$ cat src/rv_params.svh
// widths, phase numbers and opcode fields (inst[6:2]) for the rv64i subset only; XLEN must stay 64
`ifndef RV_PARAMS_SVH
`define RV_PARAMS_SVH

`define XLEN          64
`define NREGS         32
`define ID_PHASE      4
`define WB_PHASE      5

`define OPCODE_LUI    5'b01101
`define OPCODE_AUIPC  5'b00101
`define OPCODE_JAL    5'b11011
`define OPCODE_JALR   5'b11001
`define OPCODE_BEQ    5'b11000
`define OPCODE_LB     5'b00000
`define OPCODE_SB     5'b01000
`define OPCODE_ADDI   5'b00100
`define OPCODE_ADD    5'b01100
`define OPCODE_FENCE  5'b00011
`define OPCODE_ENV    5'b11100
`define OPCODE_ADDIW  5'b00110
`define OPCODE_ADDW   5'b01110
`define FUNCT3_SLLI   3'b001
`define FUNCT3_SRLI   3'b101
`endif

$ cat src/rv_pkg.sv
// stage-to-stage records for the multi-cycle slice; field widths assume XLEN of 64
`include "rv_params.svh"

package rv_pkg;

  // instruction format, picks the immediate layout
  typedef enum logic [2:0] {
    IT_R,
    IT_I,
    IT_U,
    IT_S,
    IT_B,
    IT_J,
    IT_NONE
  } itype_e;

  // decode result, captured by ex_stage at the end of phase 4
  typedef struct packed {
    logic [4:0]        opcode;
    logic [2:0]        funct3;
    logic [6:0]        funct7;
    logic [4:0]        rd;
    itype_e            itype;
    logic [`XLEN-1:0]  op1;
    logic [`XLEN-1:0]  op2;
    // branch target or jalr link
    logic [`XLEN-1:0]  t1;
    // pc of the instruction, for the fall-through pc
    logic [`XLEN-1:0]  pc;
    logic              is_load;
    logic              is_store;
    logic              wb_en;
  } id_out_t;

  // memory request, only live in phase 4
  typedef struct packed {
    logic              ren;
    logic              wen;
    logic [`XLEN-1:0]  addr;
    logic [`XLEN-1:0]  wdata;
  } mem_req_t;

  // writeback record, only live in phase 5
  typedef struct packed {
    logic              en;
    logic [4:0]        rd;
    logic [`XLEN-1:0]  data;
    logic [`XLEN-1:0]  next_pc;
    logic              taken;
  } wb_t;

endpackage

$ cat src/ex_stage.sv
// execute and writeback for the decoded subset; wb is zero outside phase 5, srli is logical only
`include "rv_params.svh"

module ex_stage (
  input  logic              clk,
  input  logic              rst,
  input  rv_pkg::id_out_t   id_out,
  input  logic [7:0]        phase,
  input  logic [7:0]        mem_rdata,
  output rv_pkg::wb_t       wb
);

  import rv_pkg::*;

  id_out_t           id_q;
  logic [`XLEN-1:0]  sum;
  logic [`XLEN-1:0]  sum_w;
  logic [`XLEN-1:0]  pc4;
  logic [`XLEN-1:0]  result;
  logic [`XLEN-1:0]  next_pc;
  logic              taken;

  // decode is silent after phase 4, keep a copy
  always_ff @(posedge clk) begin
    if (rst) begin
      id_q <= '0;
    end else if (phase == 8'(`ID_PHASE)) begin
      id_q <= id_out;
    end
  end

  assign sum   = id_q.op1 + id_q.op2;
  assign sum_w = {{(`XLEN-32){sum[31]}}, sum[31:0]};
  assign pc4   = id_q.pc + 64'd4;

  always_comb begin
    case (id_q.opcode)
      `OPCODE_ADD:   result = sum;
      `OPCODE_ADDI: begin
        case (id_q.funct3)
          `FUNCT3_SLLI: result = id_q.op1 << id_q.op2[5:0];
          `FUNCT3_SRLI: result = id_q.op1 >> id_q.op2[5:0];
          default:      result = sum;
        endcase
      end
      `OPCODE_ADDW, `OPCODE_ADDIW: result = sum_w;
      `OPCODE_LUI:   result = id_q.op1;
      `OPCODE_AUIPC: result = sum;
      // link is pc+4, in op1 for jal and t1 for jalr
      `OPCODE_JAL:   result = id_q.op1;
      `OPCODE_JALR:  result = id_q.t1;
      `OPCODE_LB:    result = {{(`XLEN-8){mem_rdata[7]}}, mem_rdata};
      default:       result = '0;
    endcase
  end

  always_comb begin
    next_pc = pc4;
    taken   = 1'b0;
    case (id_q.opcode)
      `OPCODE_JAL: begin
        next_pc = id_q.op2;
        taken   = 1'b1;
      end
      `OPCODE_JALR: begin
        next_pc = {sum[`XLEN-1:1], 1'b0};
        taken   = 1'b1;
      end
      `OPCODE_BEQ: begin
        if (id_q.op1 == id_q.op2) begin
          next_pc = id_q.t1;
          taken   = 1'b1;
        end
      end
      default: ;
    endcase
  end

  always_comb begin
    wb = '0;
    if (phase == 8'(`WB_PHASE)) begin
      wb.en      = id_q.wb_en;
      wb.rd      = id_q.wb_en ? id_q.rd : 5'd0;
      wb.data    = result;
      wb.next_pc = next_pc;
      wb.taken   = taken;
    end
  end

endmodule

$ cat config.mk
export PLATFORM = sky130hd
export DESIGN_NAME = ex_stage
export DESIGN_NICKNAME = d
export VERILOG_FILES = /design/src/rv_pkg.sv /design/src/ex_stage.sv
export VERILOG_INCLUDE_DIRS = /design/src /design/src/src
export SDC_FILE = /design/constraint.sdc
export NUM_CORES = 2
export LEC_CHECK = 0
export BUFFER_PORTS_ARGS = -buffer_cell sky130_fd_sc_hd__buf_2
export CORE_MARGIN = 1
export CORE_UTILIZATION = 50
export DETAILED_ROUTE_END_ITERATION = 8
export PLACE_DENSITY = 0.84
export RECOVER_POWER = 100
export SYNTH_ARGS = -nofsm -noshare
export SYNTH_HDL_FRONTEND = slang
export SYNTH_SLANG_ARGS = --single-unit
export TNS_END_PERCENT = 5
$ cat constraint.sdc
create_clock -name clk -period 6.7 [get_ports clk]
set_clock_uncertainty 0.2 [all_clocks]
set_input_delay 0.335 -clock clk [delete_from_list [all_inputs] [get_ports clk]]
set_output_delay 0.335 -clock clk [all_outputs]
set_load 0.01 [all_outputs]
==> metrics.cfg <==
[route]
via_per_inst = 7.115
postRouteAntennaNets = 0
drt-initial-drc-count = 6345
route.detailed.drc = 39
wl_per_cell_um = 29.81
vias = 34810
routed_wl_mm = 145.8
firstDrtPassIters = 9

[finish]
drive_gt1_share_pct = 14.93
layout_commonest_cell = nand2_1
mostFrequentLayoutCells = 963 x nand2_1, 508 x a21oi_1, 306 x buf_2, 270 x dlygate4sd3_1, 264 x dfxtp_1
largest_reg_flops = 270
area_delta_synth_final_pct = 22.94
top_regs = id_q x270
nets = 4547
final_area_um2 = 32210
fin_util_pct = 62.53
regMostFlops = id_q

[placement]
portBuffers = 422
postPlaceCellArea_um2 = 28720
dp_hpwl_mm = 100.7
place_ws_ns = 1.731
gp_congestion = 1.106

[power]
switchingPower_w = 0.0008996
pwr-share-comb_pct = 9.5
p_leak_nw = 12.08
p_per_area_nw_per_um2 = 114.8
clkPwrFrac_pct = 46.8
p_int_w = 0.002797
pwr-share-seq_pct = 43.6
switching_share_pct = 24.34
finalPower_w = 0.003696
ir_drop_v = 0.0001862

[run_status]
violations = design-rule violations, max-capacitance violations, max-slew violations
outcome = finished, violations left

[global_route]
grt_max_degree = 178
grt_pass1_wl_mm = 208.4
grt_overflow_total = 0
grtUsageTotal_pct = 52.30
grt_pass1_vias = 32370
antenna_found_initial = 19

[clocking]
cts_made_buffers = 29
cts_sinks = 270
cts_tree = yes
cts_root_buf = clkbuf_16
cts_resized = 0
clock_latency_ns = 0.60
htree_levels = 1
holdBufCountCts = 270
clk_pin_slew_ns = 0.07
clockBufferDepth = 3
post_cts_buffers = 0

[floorplan]
die_w_um = 230.9
rows = 83
pin_count = 435
die_area_um2 = 53320
start_util_pct = 50.86
coreArea_um2 = 51510
die_h_um = 230.9

[logic_synthesis]
synth_edf_count = 0
yosysWarnings = 0
synth_nets = 4059
netlist_instances = 3693
yosys_most_used_dff = dfxtp_1
ys_seq_elements = 270
async_flop_share_pct = 0
synth.distinct_cells = 89
syn-cell-area_um2 = 26200
seq_area_frac_synth_pct = 20.63
syn_avg_cell_area_um2 = 7.094

[timing]
max-slew-margin-rel_pct = -136.6
fin_crit_sh_pct = 92.19
drv_slew = 208
setup_viol = 0
fin_ws_ns = 0.5232
setup-tns-final_ns = 0
tightest_slew_ns = 3.549
rsz0062_at_grt = false
hold_violations = 0
final.min_clock_period_ns = 6.177
clock.fmax_mhz = 161.9

[job]
drv_cap = 3

[setup_path]
required_ns = 6.16
critical_path_peak_fanout = 30
crit_arrival_ns = 5.64
endpoint_kind = output port
worstSetupPathType = reg -> out
worst_setup_path_start_kind = flip-flop

[hold_path]
min-delay-path-class = in -> reg

## worst max-delay path, stage by stage, from the launching register on
cell and delay, ns:
dfxtp_4 0.68, clkinv_1 0.18, ha_1 0.39, nor4b_1 0.42
nand2_1 0.11, nor2_1 0.11, nand4_1 0.15, and3_1 0.51
inv_1 0.35, nand2_1 0.82, buf_4 0.55, a222oi_1 0.35
a21oi_1 0.18, clkbuf_1 0.20
## layer usage
metal  vias up  track usage [%]  wire [µm]
met1     16180            62.76      49580
met2      3269            76.70      60310
met3       874            20.95      23480
li1      14460                -          -
met5         -            3.676        365
met4        22            33.92      12110
## per-stage QoR
step | hold WS, ns | std cells
after global routing | 0.1578 | 4884
after CTS | 0.04284 | 4879
final | 0.1344 | 4892
after global placement | 0.2386 | 4560
after floorplan | 0.2321 | 3693
after detailed placement | 0.2440 | 4560
## power groups by stage
| stage | Clock (W) | Combinational (W) | Sequential, W |
|---|---|---|---|
| floorplan | 0 | 0.0000856 | 0.00165 |
| global placement | 0 | 0.000200 | 0.00165 |
| detailed placement | 0 | 0.000201 | 0.00165 |
| CTS | 0.00170 | 0.000323 | 0.00161 |
| global route | 0.00178 | 0.000365 | 0.00161 |
| finish | 0.00173 | 0.000352 | 0.00161 |
## area by class of cell
type                       instances  area, µm²
inverter                          31      116.4
timing repair buffer             800       5523
fill                            4490      19300
antenna                           13      32.53
clock inverter                    10      157.7
clock buffer                      39      834.6
sequential                       270       5425
tap                              680      850.8
multi-input combinational       3049      19270
## kinds of logic after synthesis
family                     count (synthesis)  synth area share [%]
AOI/OAI and AO/OA                       1151                 27.74
xor gates and xnor gates                 118                 3.945
adders and majority gates                 66                 3.181
buffers and inverters                    374                 5.908
DFF                                      270                 20.63
muxes                                    247                 15.12
and+or+nand+nor                         1467                 23.47
## synth_stat cells (46+ instances only)
| library cell | n | area, µm² |
|---|---|---|
| o21ai_0 | 159 | 795.8 |
| a222oi_1 | 55 | 550.5 |
| clkbuf_1 | 266 | 998.5 |
| nor2_1 | 224 | 840.8 |
| xor2_1 | 46 | 402.9 |
| mux2i_1 | 100 | 1001 |
| a221oi_1 | 60 | 525.5 |
| nand3_1 | 62 | 310.3 |
| mux4_2 | 116 | 2613 |
| a21oi_1 | 508 | 2542 |
| xnor2_1 | 72 | 630.6 |
| nand2_1 | 964 | 3618 |
| dfxtp_1 | 270 | 5405 |
| ha_1 | 65 | 813.3 |
## path summary, 6_finish.rpt
check             startpoint        end  slack (ns)  cells after the start
setup reg to reg   id_q[229]  id_q[229]        5.10                      3
setup / recovery   id_q[131]     wb[25]        0.52                     13
hold reg to reg     id_q[63]   id_q[63]        0.26                      2
hold / removal           rst   id_q[63]        0.13                      2
(Power assumes the default switching activity.)
