`config.mk`:
```
export PLATFORM = sky130hd
export DESIGN_NAME = id_stage
export DESIGN_NICKNAME = d
export VERILOG_FILES = /design/src/rv_pkg.sv /design/src/id_stage.sv
export VERILOG_INCLUDE_DIRS = /design/src /design/src/src
export SDC_FILE = /design/constraint.sdc
export NUM_CORES = 1
export LEC_CHECK = 0
export ABC_AREA = 1
export BUFFER_PORTS_ARGS = -buffer_cell sky130_fd_sc_hd__buf_2
export CELL_PAD_IN_SITES_DETAIL_PLACEMENT = 0
export CELL_PAD_IN_SITES_GLOBAL_PLACEMENT = 1
export CORE_AREA = 2 2 247 249
export DETAILED_ROUTE_END_ITERATION = 8
export DIE_AREA = 0 0 249 251
export PLACE_DENSITY = 0.85
export SLEW_MARGIN = 0
export SYNTH_ARGS = -nofsm -noshare
export SYNTH_HDL_FRONTEND = slang
export SYNTH_SLANG_ARGS = --single-unit
```
`constraint.sdc`:
```
create_clock -name vclk -period 10.6
set_input_delay 0.53 -clock vclk [all_inputs]
set_output_delay 0.53 -clock vclk [all_outputs]
set_load 0.01 [all_outputs]
```
`src/rv_params.svh`:
```
// widths, phase numbers and opcode fields (inst[6:2]) for the rv64i subset only; XLEN must stay 64
`ifndef RV_PARAMS_SVH
`define RV_PARAMS_SVH

`define XLEN          64
`define NREGS         32
`define ID_PHASE      4
`define WB_PHASE      5

`define OPCODE_LUI    5'b01101
`define OPCODE_AUIPC  5'b00101
`define OPCODE_JAL    5'b11011
`define OPCODE_JALR   5'b11001
`define OPCODE_BEQ    5'b11000
`define OPCODE_LB     5'b00000
`define OPCODE_SB     5'b01000
`define OPCODE_ADDI   5'b00100
`define OPCODE_ADD    5'b01100
`define OPCODE_FENCE  5'b00011
`define OPCODE_ENV    5'b11100
`define OPCODE_ADDIW  5'b00110
`define OPCODE_ADDW   5'b01110
`define FUNCT3_SLLI   3'b001
`define FUNCT3_SRLI   3'b101
`endif

```
`src/rv_pkg.sv`:
```
// stage-to-stage records for the multi-cycle slice; field widths assume XLEN of 64
`include "rv_params.svh"

package rv_pkg;

  // instruction format, picks the immediate layout
  typedef enum logic [2:0] {
    IT_R,
    IT_I,
    IT_U,
    IT_S,
    IT_B,
    IT_J,
    IT_NONE
  } itype_e;

  // decode result, captured by ex_stage at the end of phase 4
  typedef struct packed {
    logic [4:0]        opcode;
    logic [2:0]        funct3;
    logic [6:0]        funct7;
    logic [4:0]        rd;
    itype_e            itype;
    logic [`XLEN-1:0]  op1;
    logic [`XLEN-1:0]  op2;
    // branch target or jalr link
    logic [`XLEN-1:0]  t1;
    // pc of the instruction, for the fall-through pc
    logic [`XLEN-1:0]  pc;
    logic              is_load;
    logic              is_store;
    logic              wb_en;
  } id_out_t;

  // memory request, only live in phase 4
  typedef struct packed {
    logic              ren;
    logic              wen;
    logic [`XLEN-1:0]  addr;
    logic [`XLEN-1:0]  wdata;
  } mem_req_t;

  // writeback record, only live in phase 5
  typedef struct packed {
    logic              en;
    logic [4:0]        rd;
    logic [`XLEN-1:0]  data;
    logic [`XLEN-1:0]  next_pc;
    logic              taken;
  } wb_t;

endpackage

```
`src/id_stage.sv`:
```
// decode for the rv64i subset; every output is zero outside phase 4, other opcodes decode as NONE
`include "rv_params.svh"

module id_stage (
  input  logic [31:0]       inst,
  input  logic [`XLEN-1:0]  pc,
  input  logic [7:0]        phase,
  input  logic [`XLEN-1:0]  rs1_data,
  input  logic [`XLEN-1:0]  rs2_data,
  output rv_pkg::id_out_t   id_out,
  output rv_pkg::mem_req_t  mem_req
);

  import rv_pkg::*;

  logic              id_active;
  logic [4:0]        opcode;
  logic [2:0]        funct3;
  logic              is_shift;
  itype_e            itype;
  logic [`XLEN-1:0]  imm;
  logic [`XLEN-1:0]  op1;
  logic [`XLEN-1:0]  op2;
  logic [`XLEN-1:0]  t1;
  logic              is_load;
  logic              is_store;
  logic              wb_en;

  assign id_active = (phase == 8'(`ID_PHASE));
  assign opcode    = inst[6:2];
  assign funct3    = inst[14:12];
  assign is_shift  = (opcode == `OPCODE_ADDI) &&
                     (funct3 == `FUNCT3_SLLI || funct3 == `FUNCT3_SRLI);

  always_comb begin
    case (opcode)
      `OPCODE_LUI, `OPCODE_AUIPC: itype = IT_U;
      `OPCODE_JAL:                itype = IT_J;
      `OPCODE_BEQ:                itype = IT_B;
      `OPCODE_SB:                 itype = IT_S;
      `OPCODE_ADD, `OPCODE_ADDW:  itype = IT_R;
      `OPCODE_JALR, `OPCODE_LB, `OPCODE_ADDI, `OPCODE_ADDIW,
      `OPCODE_FENCE, `OPCODE_ENV: itype = IT_I;
      default:                    itype = IT_NONE;
    endcase
  end

  // sign-extended immediate with shamt in its place for slli/srli
  always_comb begin
    if (is_shift) begin
      imm = {{(`XLEN-6){1'b0}}, inst[25:20]};
    end else begin
      case (itype)
        IT_I: imm = {{(`XLEN-12){inst[31]}}, inst[31:20]};
        IT_S: imm = {{(`XLEN-12){inst[31]}}, inst[31:25], inst[11:7]};
        IT_B: imm = {{(`XLEN-12){inst[31]}}, inst[7], inst[30:25], inst[11:8], 1'b0};
        IT_U: imm = {{(`XLEN-32){inst[31]}}, inst[31:12], 12'b0};
        IT_J: imm = {{(`XLEN-20){inst[31]}}, inst[19:12], inst[20], inst[30:21], 1'b0};
        default: imm = '0;
      endcase
    end
  end

  assign is_load  = (opcode == `OPCODE_LB);
  assign is_store = (opcode == `OPCODE_SB);
  assign wb_en    = (itype inside {IT_R, IT_I, IT_U, IT_J}) &&
                    (opcode != `OPCODE_FENCE) && (opcode != `OPCODE_ENV);

  always_comb begin
    op1 = '0;
    op2 = '0;
    case (itype)
      IT_R, IT_S, IT_B: begin
        op1 = rs1_data;
        op2 = rs2_data;
      end
      IT_I: begin
        op1 = rs1_data;
        op2 = imm;
      end
      IT_U: begin
        // lui passes imm through op1 and auipc adds pc in ex
        op1 = (opcode == `OPCODE_LUI) ? imm : pc;
        op2 = (opcode == `OPCODE_AUIPC) ? imm : '0;
      end
      IT_J: begin
        op1 = pc + 64'd4;
        op2 = pc + imm;
      end
      default: ;
    endcase
  end

  assign t1 = (opcode == `OPCODE_JALR) ? pc + 64'd4 :
              (opcode == `OPCODE_BEQ)  ? pc + imm   : '0;

  always_comb begin
    id_out  = '0;
    mem_req = '0;
    if (id_active) begin
      id_out.opcode   = opcode;
      id_out.funct3   = funct3;
      id_out.funct7   = inst[31:25];
      id_out.rd       = inst[11:7];
      id_out.itype    = itype;
      id_out.op1      = op1;
      id_out.op2      = op2;
      id_out.t1       = t1;
      id_out.pc       = pc;
      id_out.is_load  = is_load;
      id_out.is_store = is_store;
      id_out.wb_en    = wb_en;
      mem_req.ren     = is_load;
      mem_req.wen     = is_store;
      // address and data only shown for memory ops
      if (is_load || is_store) begin
        mem_req.addr = rs1_data + imm;
      end
      if (is_store) begin
        mem_req.wdata = rs2_data;
      end
    end
  end

endmodule

```
==> flow_metrics.tcl <==
set metrics [dict create \
    seq_cells 0 \
    rows 90 \
    register_area_sq_um 0 \
    min_to "mem_req[14]" \
    cts_resized 0 \
    slew_headroom 0.241 \
    grt_pass1_vias 23000 \
    outcome "finished, final reports clean" \
    num-clock-buffers 0 \
    cp_data_required_time_ns 10.07 \
    tightest_slew_ns 1.14 \
    crit_path_end_kind "output pin" \
    final_cell_mix "889 x nand2_1, 642 x buf_2, 506 x nor2_1, 486 x inv_1, 273 x a21oi_1" \
    initial_utilization 0.274 \
    setup.worst_path.class "input port to output pin" \
    rsz0062_at_grt "false" \
    grt_pass1_wl_microns 150000 \
    dieArea_sq_mm 0.0625 \
    grt_max_degree 74 \
    p_leak_uw 0.0115 \
    ys_warn_count 0 \
    track_usage 0.318 \
    synth_cell_types 53 \
    finalCriticalPeriod_ns 8.03 \
    drv_cap 0 \
    drc 0 \
    antenna_found_initial 14 \
    final_nets 4246 \
    place.gp.congestion 1.02 \
    power_density_mw_per_mm2 62.8 \
    fmax_ghz 0.125 \
    synth_area_sq_mm 0.0164 \
    io_pins 644 \
    critical_path.max_stage_delay_ns 0.64 \
    critPathMaxFanout 44 \
    wl_microns 106000 \
    synth.net_count 3710 \
    tns_ns 0 \
    layout_commonest_cell "nand2_1" \
    fin_ws_ns 2.57 \
    dpl.hpwl_microns 90700 \
    cts_setup_buffers 0 \
    drt_iter0_markers 2419 \
    first_pass_iters 5 \
    portBuffers 642 \
    core-area_sq_mm 0.0598 \
    hp-class "input port to output pin" \
    vias_per_cell 5.31 \
    synth_seq_area_share 0 \
    finalCritPeriodShare 0.758 \
    worst_ep_arrival_time_ns 7.50 \
    syn_inst 3381 \
    slew_viol_final 0 \
    die_h_microns 251 \
    place_ws_ns 2.80 \
    cpMaxStageDelayCell "a21oi_1" \
    die_x_microns 249 \
    finalHoldViolations 0 \
    hp-start "rs2_data[14]" \
    synth_area_per_cell_sq_um 4.85 \
    vias 25000 \
    crit_top_cell "nand2_1" \
    drtAntennaViolNets 0 \
    critical_path.startpoint_type "input port" \
    setup_viol 0 \
    wl_per_cell_microns 22.5 \
    hold_buffers 0 \
    syn_to_final_growth_pct 24.1 \
    layout-drive-gt1-share 0.195 \
    holdPathStages 4 \
    peakVddDrop_uv 24.7 \
    overflow 0 \
]
==> through the flow <==
| stage | hold WS [ns] | cell area (sq um) | cells | util | power, uW |
|---|---|---|---|---|---|
| after global placement | 1.36 | 20300 | 4697 | 0.340 | 1250 |
| after detailed placement | 1.36 | 20300 | 4697 | 0.340 | 1240 |
| final | 1.36 | 20400 | 4713 | 0.341 | 1280 |
| after global routing | 1.38 | 20400 | 4706 | 0.340 | 1400 |
| after floorplan | 1.14 | 16400 | 3381 | - | 809 |
| after CTS | 1.36 | 20300 | 4697 | 0.340 | 1250 |
==> area by class of cell <==
type,count,area [sq um]
diodes,16,40.0
fillers,7254,39400
inverters,524,1970
multi-input cells,2706,13800
well taps,782,978
repair buffers,685,3540
==> Yosys cell counts, drive strengths merged <==
library cell  number  share of area
o31ai             15         0.0069
nor3              52          0.016
o211ai            37          0.017
nand3            206          0.064
a32o               2         0.0012
nand3b             4         0.0018
a21o               7         0.0032
a21boi             6         0.0027
and3               3         0.0011
o21ai            209          0.064
o22ai              1        0.00038
o21a              16         0.0073
xor2             107          0.058
ha                95          0.072
a31o               1        0.00053
fa                 2         0.0024
or2                9         0.0034
a21oi            274          0.084
a31oi             77          0.029
o41ai             31          0.017
o221ai             4         0.0021
buf               25          0.010
clkinv             6         0.0014
clkbuf           126          0.029
o21ba              1        0.00061
a221oi             1        0.00053
nor2             526           0.12
inv              518           0.12
nor4              18         0.0069
nand4             43          0.016
nor3b              4         0.0021
xnor2             38          0.020
nand2            894           0.21
or4                1        0.00046
a22oi              2        0.00091
o21bai             8         0.0037
a211oi            12         0.0055
==> critical path: cells and delay by family <==
| family | cells | cell delay [ns] |
|---|---|---|
| XOR/XNOR | 1 | 0.41 |
| AO/OA/AOI/OAI | 4 | 1.87 |
| AND/OR/NAND/NOR | 13 | 2.42 |
| adder cells (fa/ha/maj) | 2 | 0.55 |
| buffers and inverters | 7 | 1.67 |
==> power breakdown <==
group | internal [uW] | total (uW) | switching, uW
clock network | 0.000203 | 0.000203 | 0
registers | 0 | 0 | 0
logic | 377 | 1280 | 904
total | 377 | 1280 | 904
==> cell families (layout without fill, tap and decap cells) <==
family / count (synthesis) / in the layout / share of synthesized area
simple gates: 1760 / 1760 / 0.441
compound gates: 704 / 704 / 0.246
buf+inv: 675 / 1209 / 0.159
xor+xnor: 145 / 145 / 0.0783
fa+ha+maj: 97 / 97 / 0.0749
other cells: 0 / 16 / 0
==> worst max path at each step <==
stage / start / endpoint / cells past startpoint
6_report: inst[2] / id_out[114] / 27
3_5_place_dp: inst[2] / id_out[114] / 27
2_1_floorplan: inst[2] / mem_req[126] / 32
5_1_grt: inst[2] / id_out[114] / 27
3_3_place_gp: inst[2] / id_out[114] / 27
4_1_cts: inst[2] / id_out[114] / 27
==> metal layers <==
metal,track usage,wire [microns],part of all wire,up-vias
met5,0,12,0.00011,-
met4,0.0777,3080,0.029,2
met3,0.0387,8410,0.079,137
met2,0.507,46100,0.44,1179
met1,0.452,48300,0.46,11600
li1,-,-,-,12100
No activity file was read; power rests on OpenSTA's default activity.
