### src/rv_params.svh
// widths, phase numbers and opcode fields (inst[6:2]) for the rv64i subset only; XLEN must stay 64
`ifndef RV_PARAMS_SVH
`define RV_PARAMS_SVH

`define XLEN          64
`define NREGS         32
`define ID_PHASE      4
`define WB_PHASE      5

`define OPCODE_LUI    5'b01101
`define OPCODE_AUIPC  5'b00101
`define OPCODE_JAL    5'b11011
`define OPCODE_JALR   5'b11001
`define OPCODE_BEQ    5'b11000
`define OPCODE_LB     5'b00000
`define OPCODE_SB     5'b01000
`define OPCODE_ADDI   5'b00100
`define OPCODE_ADD    5'b01100
`define OPCODE_FENCE  5'b00011
`define OPCODE_ENV    5'b11100
`define OPCODE_ADDIW  5'b00110
`define OPCODE_ADDW   5'b01110
`define FUNCT3_SLLI   3'b001
`define FUNCT3_SRLI   3'b101
`endif

### src/rv_pkg.sv
// stage-to-stage records for the multi-cycle slice; field widths assume XLEN of 64
`include "rv_params.svh"

package rv_pkg;

  // instruction format, picks the immediate layout
  typedef enum logic [2:0] {
    IT_R,
    IT_I,
    IT_U,
    IT_S,
    IT_B,
    IT_J,
    IT_NONE
  } itype_e;

  // decode result, captured by ex_stage at the end of phase 4
  typedef struct packed {
    logic [4:0]        opcode;
    logic [2:0]        funct3;
    logic [6:0]        funct7;
    logic [4:0]        rd;
    itype_e            itype;
    logic [`XLEN-1:0]  op1;
    logic [`XLEN-1:0]  op2;
    // branch target or jalr link
    logic [`XLEN-1:0]  t1;
    // pc of the instruction, for the fall-through pc
    logic [`XLEN-1:0]  pc;
    logic              is_load;
    logic              is_store;
    logic              wb_en;
  } id_out_t;

  // memory request, only live in phase 4
  typedef struct packed {
    logic              ren;
    logic              wen;
    logic [`XLEN-1:0]  addr;
    logic [`XLEN-1:0]  wdata;
  } mem_req_t;

  // writeback record, only live in phase 5
  typedef struct packed {
    logic              en;
    logic [4:0]        rd;
    logic [`XLEN-1:0]  data;
    logic [`XLEN-1:0]  next_pc;
    logic              taken;
  } wb_t;

endpackage

### src/regfile.sv
// 32 x 64-bit registers, reads are combinational, x0 is hardwired to zero
`include "rv_params.svh"

module regfile (
  input  logic              clk,
  input  logic              rst,
  input  logic [4:0]        rs1,
  input  logic [4:0]        rs2,
  output logic [`XLEN-1:0]  rs1_data,
  output logic [`XLEN-1:0]  rs2_data,
  input  rv_pkg::wb_t       wb
);

  logic [`XLEN-1:0] regs [`NREGS];

  // single write port, rd 0 dropped
  always_ff @(posedge clk) begin
    if (rst) begin
      for (int i = 0; i < `NREGS; i++) begin
        regs[i] <= '0;
      end
    end else if (wb.en && wb.rd != 5'd0) begin
      regs[wb.rd] <= wb.data;
    end
  end

  assign rs1_data = (rs1 == 5'd0) ? '0 : regs[rs1];
  assign rs2_data = (rs2 == 5'd0) ? '0 : regs[rs2];

  // writes aimed at x0 must leave it zero
  a_x0_zero: assert property (@(posedge clk) disable iff (rst)
    (wb.en && wb.rd == 5'd0) |=> (regs[0] == '0));

endmodule

### config.mk
export PLATFORM = sky130hd
export DESIGN_NAME = regfile
export DESIGN_NICKNAME = d
export VERILOG_FILES = /design/src/rv_pkg.sv /design/src/regfile.sv
export VERILOG_INCLUDE_DIRS = /design/src /design/src/src
export SDC_FILE = /design/constraint.sdc
export NUM_CORES = 2
export LEC_CHECK = 0
export BUFFER_PORTS_ARGS = -buffer_cell sky130_fd_sc_hd__buf_2
export CORE_MARGIN = 1.5
export CORE_UTILIZATION = 50
export CTS_BUF_LIST = sky130_fd_sc_hd__clkbuf_16
export DETAILED_ROUTE_END_ITERATION = 8
export PLACE_DENSITY = 0.72
export REMOVE_ABC_BUFFERS = 1
export SYNTH_ARGS = -nofsm -noshare
export SYNTH_HDL_FRONTEND = slang
export SYNTH_SLANG_ARGS = --single-unit
### constraint.sdc
create_clock -name clk -period 5.65 [get_ports clk]
set_clock_uncertainty 0.2 [all_clocks]
set_input_delay 1.13 -clock clk [delete_from_list [all_inputs] [get_ports clk]]
set_output_delay 1.13 -clock clk [all_outputs]
set_load 0.05 [all_outputs]
==> impl_metrics.csv <==
group,metric,value,unit
finish,top_register,"regs",
worst_setup_path,cp_data_arrival_time,4.06,ns
sta,layout_min_cycle_time,5.39,ns
worst_setup_path,critPathBufInv,3,
sta,report.final.slew_viol_count,0,
finish,area_growth_syn_to_layout,12.3,%
floorplanning,die-area,0.219,mm^2
cts,number_of_buffers_between_clock_root_and_the_deepest_sink,3,
logic_synthesis,post_synth_instance_area,0.108,mm^2
worst_setup_path,critical_path.endpoint_type,"primary output",
logic_synthesis,synth_top_area_cell,"sky130_fd_sc_hd__edfxtp_1",
floorplanning,die-width,468,um
cts,cts_hold_buffers,0,
placement,placedCellCount,9688,
finish,finish.net_count,7209,
global_routing,largest_net_degree_at_the_start_of_global_routing,100,
route,vias_per_cell,7.02,
route,drt.antenna.violating_nets,0,
global_routing,gr-max-usage-layer,"met2",
min_path,hold_start,"rst",
global_routing,groute.usage.overall,33.9,%
logic_synthesis,yosysWarnings,0,
worst_setup_path,critPathKind,"in -> out",
logic_synthesis,synth-main-ff-cell,"sky130_fd_sc_hd__edfxtp_1",
sta,final_hold_viol_count,0,
logic_synthesis,proportion_of_synthesized_chip_area_in_sequential_cells,56.8,%
logic_synthesis,synthCells,7055,
logic_synthesis,synth.top_cells.by_area,"sky130_fd_sc_hd__edfxtp_1, sky130_fd_sc_hd__mux4_2, sky130_fd_sc_hd__and2_1",
min_path,worstHoldPathType,"in -> reg",
cts,cts_resized,0,
sta,fmax,186,MHz
route,remaining_drc_errors,0,
worst_setup_path,critical_path.max_fanout,30,
cts,numClockSinks,2048,
floorplanning,initial_utilization,50.4,%
cts,total_cts_buffers,210,
finish,layout.cell_area.non_filler,0.122,mm^2
cts,cts-htree-levels,4,
cts,postCtsSetupBuffers,0,
global_routing,first_global_vias,70660,
placement,dpl_cell_area,0.115,mm^2
logic_synthesis,async_set_or_reset_register_ratio_after_synthesis,0,%
logic_synthesis,post_synth_edffs,2048,
global_routing,wire_length_of_the_first_global_routing_pass,521000,um
worst_setup_path,cp_cell_sequence,"buf_8, buf_12, mux4_2, mux2i_1, nor2_1, a2111oi_0, a2111oi_0, buf_12",
floorplanning,pin_count,275,
min_path,worstHoldEndpoint,"regs[0][60]",
min_path,hold_path_depth,1,
route,first_pass_iters,8,
worst_setup_path,crit_path_top_delay_cell,"sky130_fd_sc_hd__a2111oi_0",
logic_synthesis,synth_largest_type_area_fraction,56.8,%
global_routing,initial_antenna_violation_count,63,
sta,rsz0062_at_grt,"false",
route,routed-via-count,70849,
global_routing,global_route.usage.met1,43.4,%
power,ir_worst_vdd,0.000333,V
global_routing,grt_use_met2,51.5,%
placement,port_buffers,209,
sta,timing.final.setup_violations,0,
cts,cts.root.buffer_cell,"sky130_fd_sc_hd__clkbuf_16",
logic_synthesis,synthDistinctLibCells,44,
sta,final.period_utilization,95.4,%
sta,tightest_pin_transition,1.20,ns
cts,cts_tree,"done",
placement,globalplace.congestion,0.865,
route,wl_per_cell,37.0,um
power,cellPowerDensity,306,mW/mm^2
finish,reg.largest.list,"regs x2048",
worst_setup_path,critical_path_s_top_delay_family,"compound AO/OA/AOI/OAI gates",
sta,relative_slew_margins,19.7,%
floorplanning,row_count,170,
route,finalWirelength,374000,um
worst_setup_path,crit_path_start_kind,"input port",
outcome,run_status,"completed",
route,drt_iter0_markers,13086,
floorplanning,die_y,468,um
run,cap_viol_max_count,0,
cts,clkSlewWorstSetupHoldPaths,0.06,ns
logic_synthesis,synthesis_stage_register_bit_count,2048,
power,power_leakage,42.6,nW
global_routing,grt_remaining_overflow,0,
placement,place_hpwl,212000,um
sta,worst_hold_slack,0.314,ns
worst_setup_path,worstPathRequired,4.32,ns
floorplanning,placeableCoreArea,0.215,mm^2
logic_synthesis,synth_area_per_cell,15.3,um^2
global_routing,grt_use_met3,10.5,%
finish,post_layout_nonfiller_instances,10099,
finish,nFillCells,16269,
worst_setup_path,worst_path_largest_cell_delay,0.74,ns
finish,largest_register_ff_count,2048,
finish,final_core_util,56.6,%
finish,drive_gt1_share,26.6,%
cell usage in the layout, fill, tap and decap left out, drive strengths merged, types with 3 or more instances in the layout:
cell      Yosys  layout
nor2         57      57
nor3          4       4
o22ai       100     100
a32oi        30      30
a211oi       11      11
and2       1986    1986
a22oi        74      74
o2111ai      30      30
clkinvlp      0       5
inv           1      49
nor2b        15      15
mux2i       363     363
a21o         42      42
nor4          9       9
o21ai        10      10
edfxtp     2048    2048
a2111oi      12      12
nand3        22      22
nand3b        5       5
diode         0      26
o211ai       30      30
mux4        906     906
buf         214     522
o221ai       54      54
or3b          3       3
and3         31      31
nand2b        7       7
clkbuf      576     213
o22a          6       6
conb          1      64
bufinv        0      22
a21oi        49      49
or2          35      35
a221oi       58      58
mux2        122     122
a22o         30      30
nand2       108     108
clkinv        1      98
per-stage QoR:
| step | worst slack (ns) | power, mW | setup TNS, ns |
|---|---|---|---|
| final | 0.261 | 37.2 | 0 |
| after global placement | 0.439 | 23.3 | 0 |
| after detailed placement | 0.468 | 23.4 | 0 |
| after global routing | 0.291 | 38.0 | 0 |
| after CTS | 0.442 | 37.1 | 0 |
| after floorplan | -0.149 | 20.8 | -2.22 |
cell usage after synthesis (2+ instances only):
| library cell | count |
|---|---|
| sky130_fd_sc_hd__mux2_2 | 122 |
| sky130_fd_sc_hd__or2_2 | 35 |
| sky130_fd_sc_hd__buf_1 | 47 |
| sky130_fd_sc_hd__o22ai_1 | 100 |
| sky130_fd_sc_hd__and2_1 | 1986 |
| sky130_fd_sc_hd__nand2_1 | 108 |
| sky130_fd_sc_hd__clkbuf_1 | 575 |
| sky130_fd_sc_hd__mux2i_1 | 363 |
| sky130_fd_sc_hd__edfxtp_1 | 2048 |
| sky130_fd_sc_hd__nand2b_1 | 7 |
| sky130_fd_sc_hd__o211ai_1 | 30 |
| sky130_fd_sc_hd__and3_1 | 31 |
| sky130_fd_sc_hd__o221ai_1 | 54 |
| sky130_fd_sc_hd__or3b_1 | 2 |
| sky130_fd_sc_hd__o2111ai_1 | 30 |
| sky130_fd_sc_hd__a211oi_1 | 11 |
| sky130_fd_sc_hd__o22a_1 | 6 |
| sky130_fd_sc_hd__a221oi_1 | 58 |
| sky130_fd_sc_hd__a22oi_1 | 74 |
| sky130_fd_sc_hd__a21o_1 | 42 |
| sky130_fd_sc_hd__or3_1 | 2 |
| sky130_fd_sc_hd__a32o_1 | 2 |
| sky130_fd_sc_hd__buf_2 | 107 |
| sky130_fd_sc_hd__o21ai_0 | 10 |
| sky130_fd_sc_hd__a21oi_1 | 49 |
| sky130_fd_sc_hd__buf_6 | 23 |
| sky130_fd_sc_hd__nor4_1 | 9 |
| sky130_fd_sc_hd__nor3_1 | 4 |
| sky130_fd_sc_hd__a22o_1 | 30 |
| sky130_fd_sc_hd__nand3_1 | 22 |
| sky130_fd_sc_hd__nor2_1 | 57 |
| sky130_fd_sc_hd__buf_4 | 36 |
| sky130_fd_sc_hd__a32oi_1 | 30 |
| sky130_fd_sc_hd__nor2b_1 | 15 |
| sky130_fd_sc_hd__mux4_2 | 906 |
| sky130_fd_sc_hd__nand3b_1 | 5 |
| sky130_fd_sc_hd__a2111oi_0 | 12 |
final cells by class:
cell class                 count  area, um^2  share of cell area [%]
antenna                       26        65.1                  0.0535
clock buffer                 213        5330                    4.38
clock inverter               172        1480                    1.22
inverter                       2        7.51                 0.00617
multi-input combinational   4278       44000                    36.2
sequential                  2048       61500                    50.6
tap                         2838        3550                    2.92
timing repair buffer         522        5670                    4.66
how the worst max path moves through the flow:
stage,startpoint,endpoint,slack [ns],cells past startpoint
5_1_grt,rs1[1],rs1_data[13],0.29,10
3_3_place_gp,rs1[1],rs1_data[13],0.44,10
2_1_floorplan,rs2[4],rs2_data[0],-0.15,5
6_report,rs1[0],rs1_data[42],0.26,8
3_5_place_dp,rs1[0],rs1_data[42],0.47,8
4_1_cts,rs1[0],rs1_data[42],0.44,8
cell families after synthesis:
group | synth area share [%]
AOI/OAI and AO/OA | 3.75
buffers and inverters | 3.17
DFF | 56.8
muxes | 23.5
other | 0.00346
and+or+nand+nor | 12.8
metal layers:
layer | vias to the layer above | part of all wire (%) | routed length [um]
li1 | 27234 | - | -
met1 | 35825 | 33 | 125000
met2 | 6443 | 45 | 168000
met3 | 1317 | 15 | 56600
met4 | 30 | 6.5 | 24200
met5 | - | 0.066 | 246
power breakdown:
group / internal, mW / switching, mW / leakage (nW) / total, mW
combinational: 2.15 / 3.10 / 19.6 / 5.25
clock: 7.83 / 6.16 / 3.49 / 14.0
sequential: 17.6 / 0.425 / 19.5 / 18.0
total: 27.5 / 9.69 / 42.6 / 37.2
No activity file was read; power rests on OpenSTA's default activity.
