[config.mk]
export PLATFORM = sky130hd
export DESIGN_NAME = inst_seq
export DESIGN_NICKNAME = d
export VERILOG_FILES = /design/src/inst_seq.sv
export VERILOG_INCLUDE_DIRS = /design/src /design/src/src
export SDC_FILE = /design/constraint.sdc
export NUM_CORES = 1
export LEC_CHECK = 0
export BUFFER_PORTS_ARGS = -buffer_cell sky130_fd_sc_hd__buf_4
export CAP_MARGIN = 10
export CORE_MARGIN = 2
export CORE_UTILIZATION = 42
export CTS_BUF_LIST = sky130_fd_sc_hd__clkbuf_16
export DETAILED_ROUTE_END_ITERATION = 16
export PLACE_DENSITY = 0.78
export SLEW_MARGIN = 0
export SYNTH_ARGS = -nofsm -noshare
export SYNTH_HDL_FRONTEND = slang
export SYNTH_SLANG_ARGS = --single-unit
[constraint.sdc]
create_clock -name clk -period 4.75 [get_ports clk]
set_clock_uncertainty 0.1 [all_clocks]
set_input_delay 0.475 -clock clk [delete_from_list [all_inputs] [get_ports clk]]
set_output_delay 0.475 -clock clk [all_outputs]
set_load 0.02 [all_outputs]
[src/rv_params.svh]
// widths, phase numbers and opcode fields (inst[6:2]) for the rv64i subset only; XLEN must stay 64
`ifndef RV_PARAMS_SVH
`define RV_PARAMS_SVH

`define XLEN          64
`define NREGS         32
`define ID_PHASE      4
`define WB_PHASE      5

`define OPCODE_LUI    5'b01101
`define OPCODE_AUIPC  5'b00101
`define OPCODE_JAL    5'b11011
`define OPCODE_JALR   5'b11001
`define OPCODE_BEQ    5'b11000
`define OPCODE_LB     5'b00000
`define OPCODE_SB     5'b01000
`define OPCODE_ADDI   5'b00100
`define OPCODE_ADD    5'b01100
`define OPCODE_FENCE  5'b00011
`define OPCODE_ENV    5'b11100
`define OPCODE_ADDIW  5'b00110
`define OPCODE_ADDW   5'b01110
`define FUNCT3_SLLI   3'b001
`define FUNCT3_SRLI   3'b101
`endif

[src/inst_seq.sv]
// one instruction in flight; inst_valid is dropped while busy, done pulses in phase 5
`include "rv_params.svh"

module inst_seq (
  input  logic              clk,
  input  logic              rst,
  input  logic              inst_valid,
  input  logic [31:0]       inst_in,
  input  logic [`XLEN-1:0]  pc_in,
  output logic [31:0]       inst,
  output logic [`XLEN-1:0]  pc,
  output logic [7:0]        phase,
  output logic              busy,
  output logic              done
);

  // phase counter where 0 means idle
  always_ff @(posedge clk) begin
    if (rst) begin
      phase <= 8'd0;
    end else if (phase == 8'd0) begin
      if (inst_valid) begin
        phase <= 8'd1;
      end
    end else if (phase == 8'(`WB_PHASE)) begin
      phase <= 8'd0;
    end else begin
      phase <= phase + 8'd1;
    end
  end

  // instruction and pc held until the next accept
  always_ff @(posedge clk) begin
    if (phase == 8'd0 && inst_valid) begin
      inst <= inst_in;
      pc   <= pc_in;
    end
  end

  assign busy = (phase != 8'd0);
  assign done = (phase == 8'(`WB_PHASE));

  a_phase_range: assert property (@(posedge clk) disable iff (rst)
    phase <= 8'(`WB_PHASE));

  // an accepted strobe completes five cycles later
  a_done_after_accept: assert property (@(posedge clk) disable iff (rst)
    (phase == 8'd0 && inst_valid) |-> ##5 done);

endmodule

==> out/results.ini, run 1 <==
[finish]
layout_commonest_cell = buf_4
final_cells = 475
finalNetCount = 471
layout_common_cells = buf_4, edfxtp_1, clkbuf_16
nFillCells = 523
multi_input_area_um2 = 320
antenna_cells = 0
drive_gt1_share_pct = 61.1
area_growth_pct = 57.4
register_area_um2 = 3040

[clock_network]
clk_latency_ps = 330
post_cts_resized = 0
postCtsSetupBuffers = 0
clock-sinks = 104
cts_buffers = 9
clkTransAtPathRegs_ps = 70
cts_tree = built
cts-htree-levels = 3
cts-root-buf = clkbuf_16
clock_path_buffers = 2
ctsHoldBuffers = 0

[run]
maxCapViolations = 0

[global_route]
grt_pass1_vias = 2121
grt_max_degree = 97
grt_pass1_wl_mm = 12.2
track_usage_pct = 19.3
gr-total-overflow = 0
grt_antenna_before_repair = 0

[placed_design]
io_buffer_count = 204
gp_routability_congestion = 0.820
dp_hpwl_mm = 6.66
placedCellCount = 460

[sta]
tns_ps = 0
drv_slew = 0
worst_slew_pin_slew_ps = 1170
rsz0062_at_grt = false
timing.final.crit_period_ps = 2720
fmax_mhz = 367
finalCritPeriodShare_pct = 57.3
hold_viol = 0
maxSlewHeadroom_pct = 22.3
finalSetupViolCount = 0

[critical_path]
required_ps = 4600
r2r-start = phase[0]
r2r_cells = 6
reg2reg_setup_slack_ps = 2030
r2r-end = pc[44]
critical_path_class = flip-flop to flip-flop
critPathMaxFanout = 96
end_kind = flip-flop
arrival_ps = 2570
cp-start-kind = flip-flop

[synth]
ys.flop_type = edfxtp_1
synth_top_cells_by_area = edfxtp_1, dfxtp_1, ha_1
ys_types = 29
ys_warn_count = 0
seq_area_frac_synth_pct = 89.9
ys_seq_elements = 104
synthCells = 154
synth_edf_count = 96
synthesis.nets = 256
synth_largest_area_cell = edfxtp_1
async_reset_ff_share_pct = 0
synth_top_area_share_pct = 85.2
synth.avg_cell_area_um2 = 22.0
syn_area_um2 = 3380

[floorplan]
ios = 205
initial_core_util_pct = 43.6
rows = 32
die_area_um2 = 8790
die_w_um = 93.8
die_h_um = 93.8
core_um2 = 7770

[route]
vias = 2235
dr.pass1.iters = 4
first_iter_violations = 112
ant_nets = 0
wirelength_mm = 8.90
viasPerCell = 4.71
routedWlPerCell_um = 18.7
drc = 0

[pwr]
ir_drop_v = 0.000356
p_per_area_nw_per_um2 = 506
p_leak_uw = 0.00220

[min_path]
hp-start = pc_in[41]
hold_path_class = input port to flip-flop
holdPathEnd = pc[41]
worstHoldPathCells = 1

[run_status]
status = complete, no violations

## metrics by stage
stage          setup WS (ps)  power (uW)  utilization (%)  hold slack [ps]  cell area (um^2)
6_report                2030        2700             68.6              216              5330
2_1_floorplan            478        1680                -              474              3380
3_3_place_gp            2120        2030             65.0              405              5050
3_5_place_dp            2050        2040             65.0              435              5050
4_1_cts                 2030        2720             68.6              205              5330
5_1_grt                 1870        2810             68.6              197              5330
## power by group
group	leakage (uW)	switching [uW]	internal (uW)
combinational	0.00109	440	286
sequential	0.000978	56.8	1240
clock	0.000134	315	360
total	0.00220	812	1890
## how the worst max path moves through the flow
| stage | startpoint | to | slack (ps) | cells past startpoint |
|---|---|---|---|---|
| 6_report | phase[0] | pc[44] | 2030 | 6 |
| 5_1_grt | phase[0] | pc[2] | 1870 | 6 |
| 3_3_place_gp | phase[0] | pc[5] | 2120 | 6 |
| 3_5_place_dp | phase[0] | pc[18] | 2050 | 6 |
| 4_1_cts | phase[0] | inst[22] | 2030 | 6 |
| 2_1_floorplan | phase[0] | inst[0] | 480 | 5 |
## state kept, by name (all words and copies together) (netlist names)
name   count
inst      32
pc        64
phase      8
## cells by family (layout without fill, tap and decap cells)
logic type	after synthesis	after routing	synth area share (%)
AO/OA/AOI/OAI	14	14	3.18
XOR/XNOR	2	2	0.518
adder cells (fa/ha/maj)	3	3	1.11
buffers and inverters	6	225	0.776
flip-flops	104	104	89.9
AND/OR/NAND/NOR	25	25	4.51
## layout make-up
cell class,count,area share [%]
multi-input cells,44,6.01
clock buffers,9,4.23
flip-flops and latches,104,57.1
well taps,102,2.40
repair buffers,205,28.9
inverters,5,0.352
clock inverters,6,1.01
## cells in the mapped netlist (all sizes together), types with 2 or more instances
master  instances
a211oi          4
or2             2
or3             6
edfxtp         96
xor2            2
o21ai           3
nand2           3
inv             5
nor2            3
nor3            3
a21oi           2
dfxtp           8
nand2b          2
nand3           3
ha              3
## critical path, cell delays in order (launching register included)
cell and delay, ps:
dfxtp_1 390, inv_1 90, ha_1 190, nand2b_1 120, or3_4 440, nor2_4 80, buf_4 860
## metal layers
metal,vias to the layer above,share of wire [%],track usage [%]
met5,-,0,0
met1,1071,33,20.0
met3,18,9.6,6.98
met4,0,3.2,10.3
li1,1035,-,-
met2,111,55,34.0
No activity file was read; power rests on OpenSTA's default activity.
==> inputs of run 2 (changes only) <==
--- a/config.mk
+++ b/config.mk
@@ -6,6 +6,7 @@
 export SDC_FILE = /design/constraint.sdc
 export NUM_CORES = 1
 export LEC_CHECK = 0
+export ABC_AREA = 1
 export BUFFER_PORTS_ARGS = -buffer_cell sky130_fd_sc_hd__buf_4
 export CAP_MARGIN = 10
 export CORE_MARGIN = 2
==> constraint.sdc (replaced) <==
create_clock -name clk -period 2.6 [get_ports clk]
set_clock_uncertainty 0.1 [all_clocks]
set_input_delay 0.26 -clock clk [delete_from_list [all_inputs] [get_ports clk]]
set_output_delay 0.26 -clock clk [all_outputs]
set_load 0.02 [all_outputs]
==> out/results.ini, run 2 <==
[clock_network]
cts-root-buf = clkbuf_16
post_cts_resized = 0
cts-htree-levels = 3
clock_path_buffers = 2
cts_tree = built
cts_buffers = 9
postCtsSetupBuffers = 0
clock-sinks = 104
clk_latency_ps = 330
clkTransAtPathRegs_ps = 70

[sta]
fmax_mhz = 555
rsz0062_at_grt = false
finalCritPeriodShare_pct = 69.3
finalSetupViolCount = 0
drv_slew = 0
maxSlewHeadroom_pct = 67.1
setup_ws_ps = 798
timing.final.crit_period_ps = 1800
worst_slew_pin_slew_ps = 494
tns_ps = 0
hold_viol = 0

[global_route]
grt_pass1_vias = 2440
gr-total-overflow = 0
grt_max_degree = 97
track_usage_pct = 18.7
grt_antenna_before_repair = 0
grt_pass1_wl_mm = 12.0

[pwr]
ir_drop_v = 0.000508
p_leak_uw = 0.00257
p_per_area_nw_per_um2 = 737

[finish]
antenna_cells = 0
post-route-util_pct = 79.1
finalNetCount = 554
largest_reg_flops = 64
top_regs = pc: 64 flops, inst: 32 flops, phase: 8 flops
drive_gt1_share_pct = 53.7
layout_commonest_cell = buf_4
layout_common_cells = buf_4, edfxtp_1, dlygate4sd3_1
area_growth_pct = 82.3
nFillCells = 441
largest_register = pc

[placed_design]
dp_hpwl_mm = 5.65
place_ws_ps = 808
gp_routability_congestion = 0.832
io_buffer_count = 204

[synth]
seq_area_frac_synth_pct = 90.7
async_reset_ff_share_pct = 0
syn_area_um2 = 3350
synth.avg_cell_area_um2 = 20.6
ys_types = 18
synth_top_area_share_pct = 85.9
ys.flop_type = edfxtp_1
ys_seq_elements = 104
ys_warn_count = 0
synthCells = 163
synthesis.nets = 265
yosysMostFrequentCell = edfxtp_1
synth_top_cells_by_area = edfxtp_1, dfxtp_1, nor2_1
synth_edf_count = 96
synth_largest_area_cell = edfxtp_1
yosys-top-cells-count = edfxtp_1, nor2_1, nand2_1

[critical_path]
cp-start-kind = flip-flop
arrival_ps = 1670
critical_path_class = flip-flop to flip-flop
critPathMaxFanout = 96
r2r_cells = 6
reg2reg_setup_slack_ps = 800
r2r-start = phase[4]
end_kind = flip-flop
r2r-end = pc[53]
required_ps = 2470

[route]
first_iter_violations = 90
vias = 2504
drc = 0
wirelength_mm = 8.97
viasPerCell = 4.49
routedWlPerCell_um = 16.1
ant_nets = 0
dr.pass1.iters = 4

[min_path]
hold_path_class = input port to flip-flop
hp-start = inst_in[13]
worstHoldPathCells = 1
holdPathEnd = inst[13]

[floorplan]
core_um2 = 7730
initial_core_util_pct = 43.4
die_h_um = 93.4
ios = 205
rows = 32
die_area_um2 = 8720
die_w_um = 93.4

[run_status]
status = complete, no violations

[run]
maxCapViolations = 0

==> run 2: metal layers <==
| metal | up-vias | global-route usage [%] | share of wire [%] |
|---|---|---|---|
| li1 | 1176 | - | - |
| met1 | 1187 | 19.6 | 33 |
| met2 | 124 | 36.1 | 58 |
| met3 | 17 | 4.11 | 7.0 |
| met4 | 0 | 7.23 | 1.9 |
| met5 | - | 0 | 0 |
==> run 2: how the worst max path moves through the flow <==
stage	start	end	slack [ps]	cells after the start
6_report	phase[4]	pc[53]	800	6
3_5_place_dp	phase[4]	pc[21]	810	6
2_1_floorplan	phase[1]	inst[0]	-120	6
3_3_place_gp	phase[4]	inst[26]	860	6
4_1_cts	phase[4]	pc[21]	790	6
5_1_grt	phase[4]	pc[6]	730	6
==> run 2: report_power, final <==
group	leakage [uW]	internal, uW	total (uW)	switching (uW)
Sequential	0.000983	2110	2190	76.2
Clock	0.000138	746	1310	567
Combinational	0.00145	454	1010	552
==> run 2: what timing repair did <==
action / in CTS / in global routing
setup endpoints to repair: 0 / 0
hold buffers: 58 / 16
endpoints found under the hold margin: 58 / 16
==> run 2: final cells by class <==
cell class	instances	area, um^2	area share [%]
Timing Repair Buffer	279	2290	37.5
Clock inverter	6	67.6	1.10
Sequential cell	104	3060	50.0
Inverter	11	46.3	0.757
Multi-Input combinational cell	47	297	4.85
Clock buffer	9	225	3.68
Tap cell	102	128	2.09
==> run 2: logic make-up after synthesis <==
| logic type | count (synthesis) | synth area share (%) |
|---|---|---|
| AO/OA/AOI/OAI | 4 | 0.671 |
| XOR/XNOR | 3 | 0.783 |
| adder cells (fa/ha/maj) | 3 | 1.12 |
| buffers and inverters | 12 | 1.34 |
| flip-flops | 104 | 90.7 |
| AND/OR/NAND/NOR | 37 | 5.37 |
==> run 2: critical path, stage by stage, from the launching register on <==
cell	delay (ps)
dfxtp_4	360
inv_2	60
nand2_1	80
nor2_4	160
nand2_4	90
nor2_4	130
buf_12	400
==> run 2: stage by stage <==
| step | instance area [um^2] | hold slack [ps] | power (uW) | std cells |
|---|---|---|---|---|
| 2_1_floorplan | 3410 | 259 | 2650 | 163 |
| 3_3_place_gp | 5080 | 338 | 3110 | 469 |
| 3_5_place_dp | 5080 | 339 | 3130 | 469 |
| 4_1_cts | 5960 | 0.542 | 4510 | 542 |
| 5_1_grt | 6120 | -5.11 | 4680 | 558 |
| 6_report | 6120 | 6.92 | 4510 | 558 |
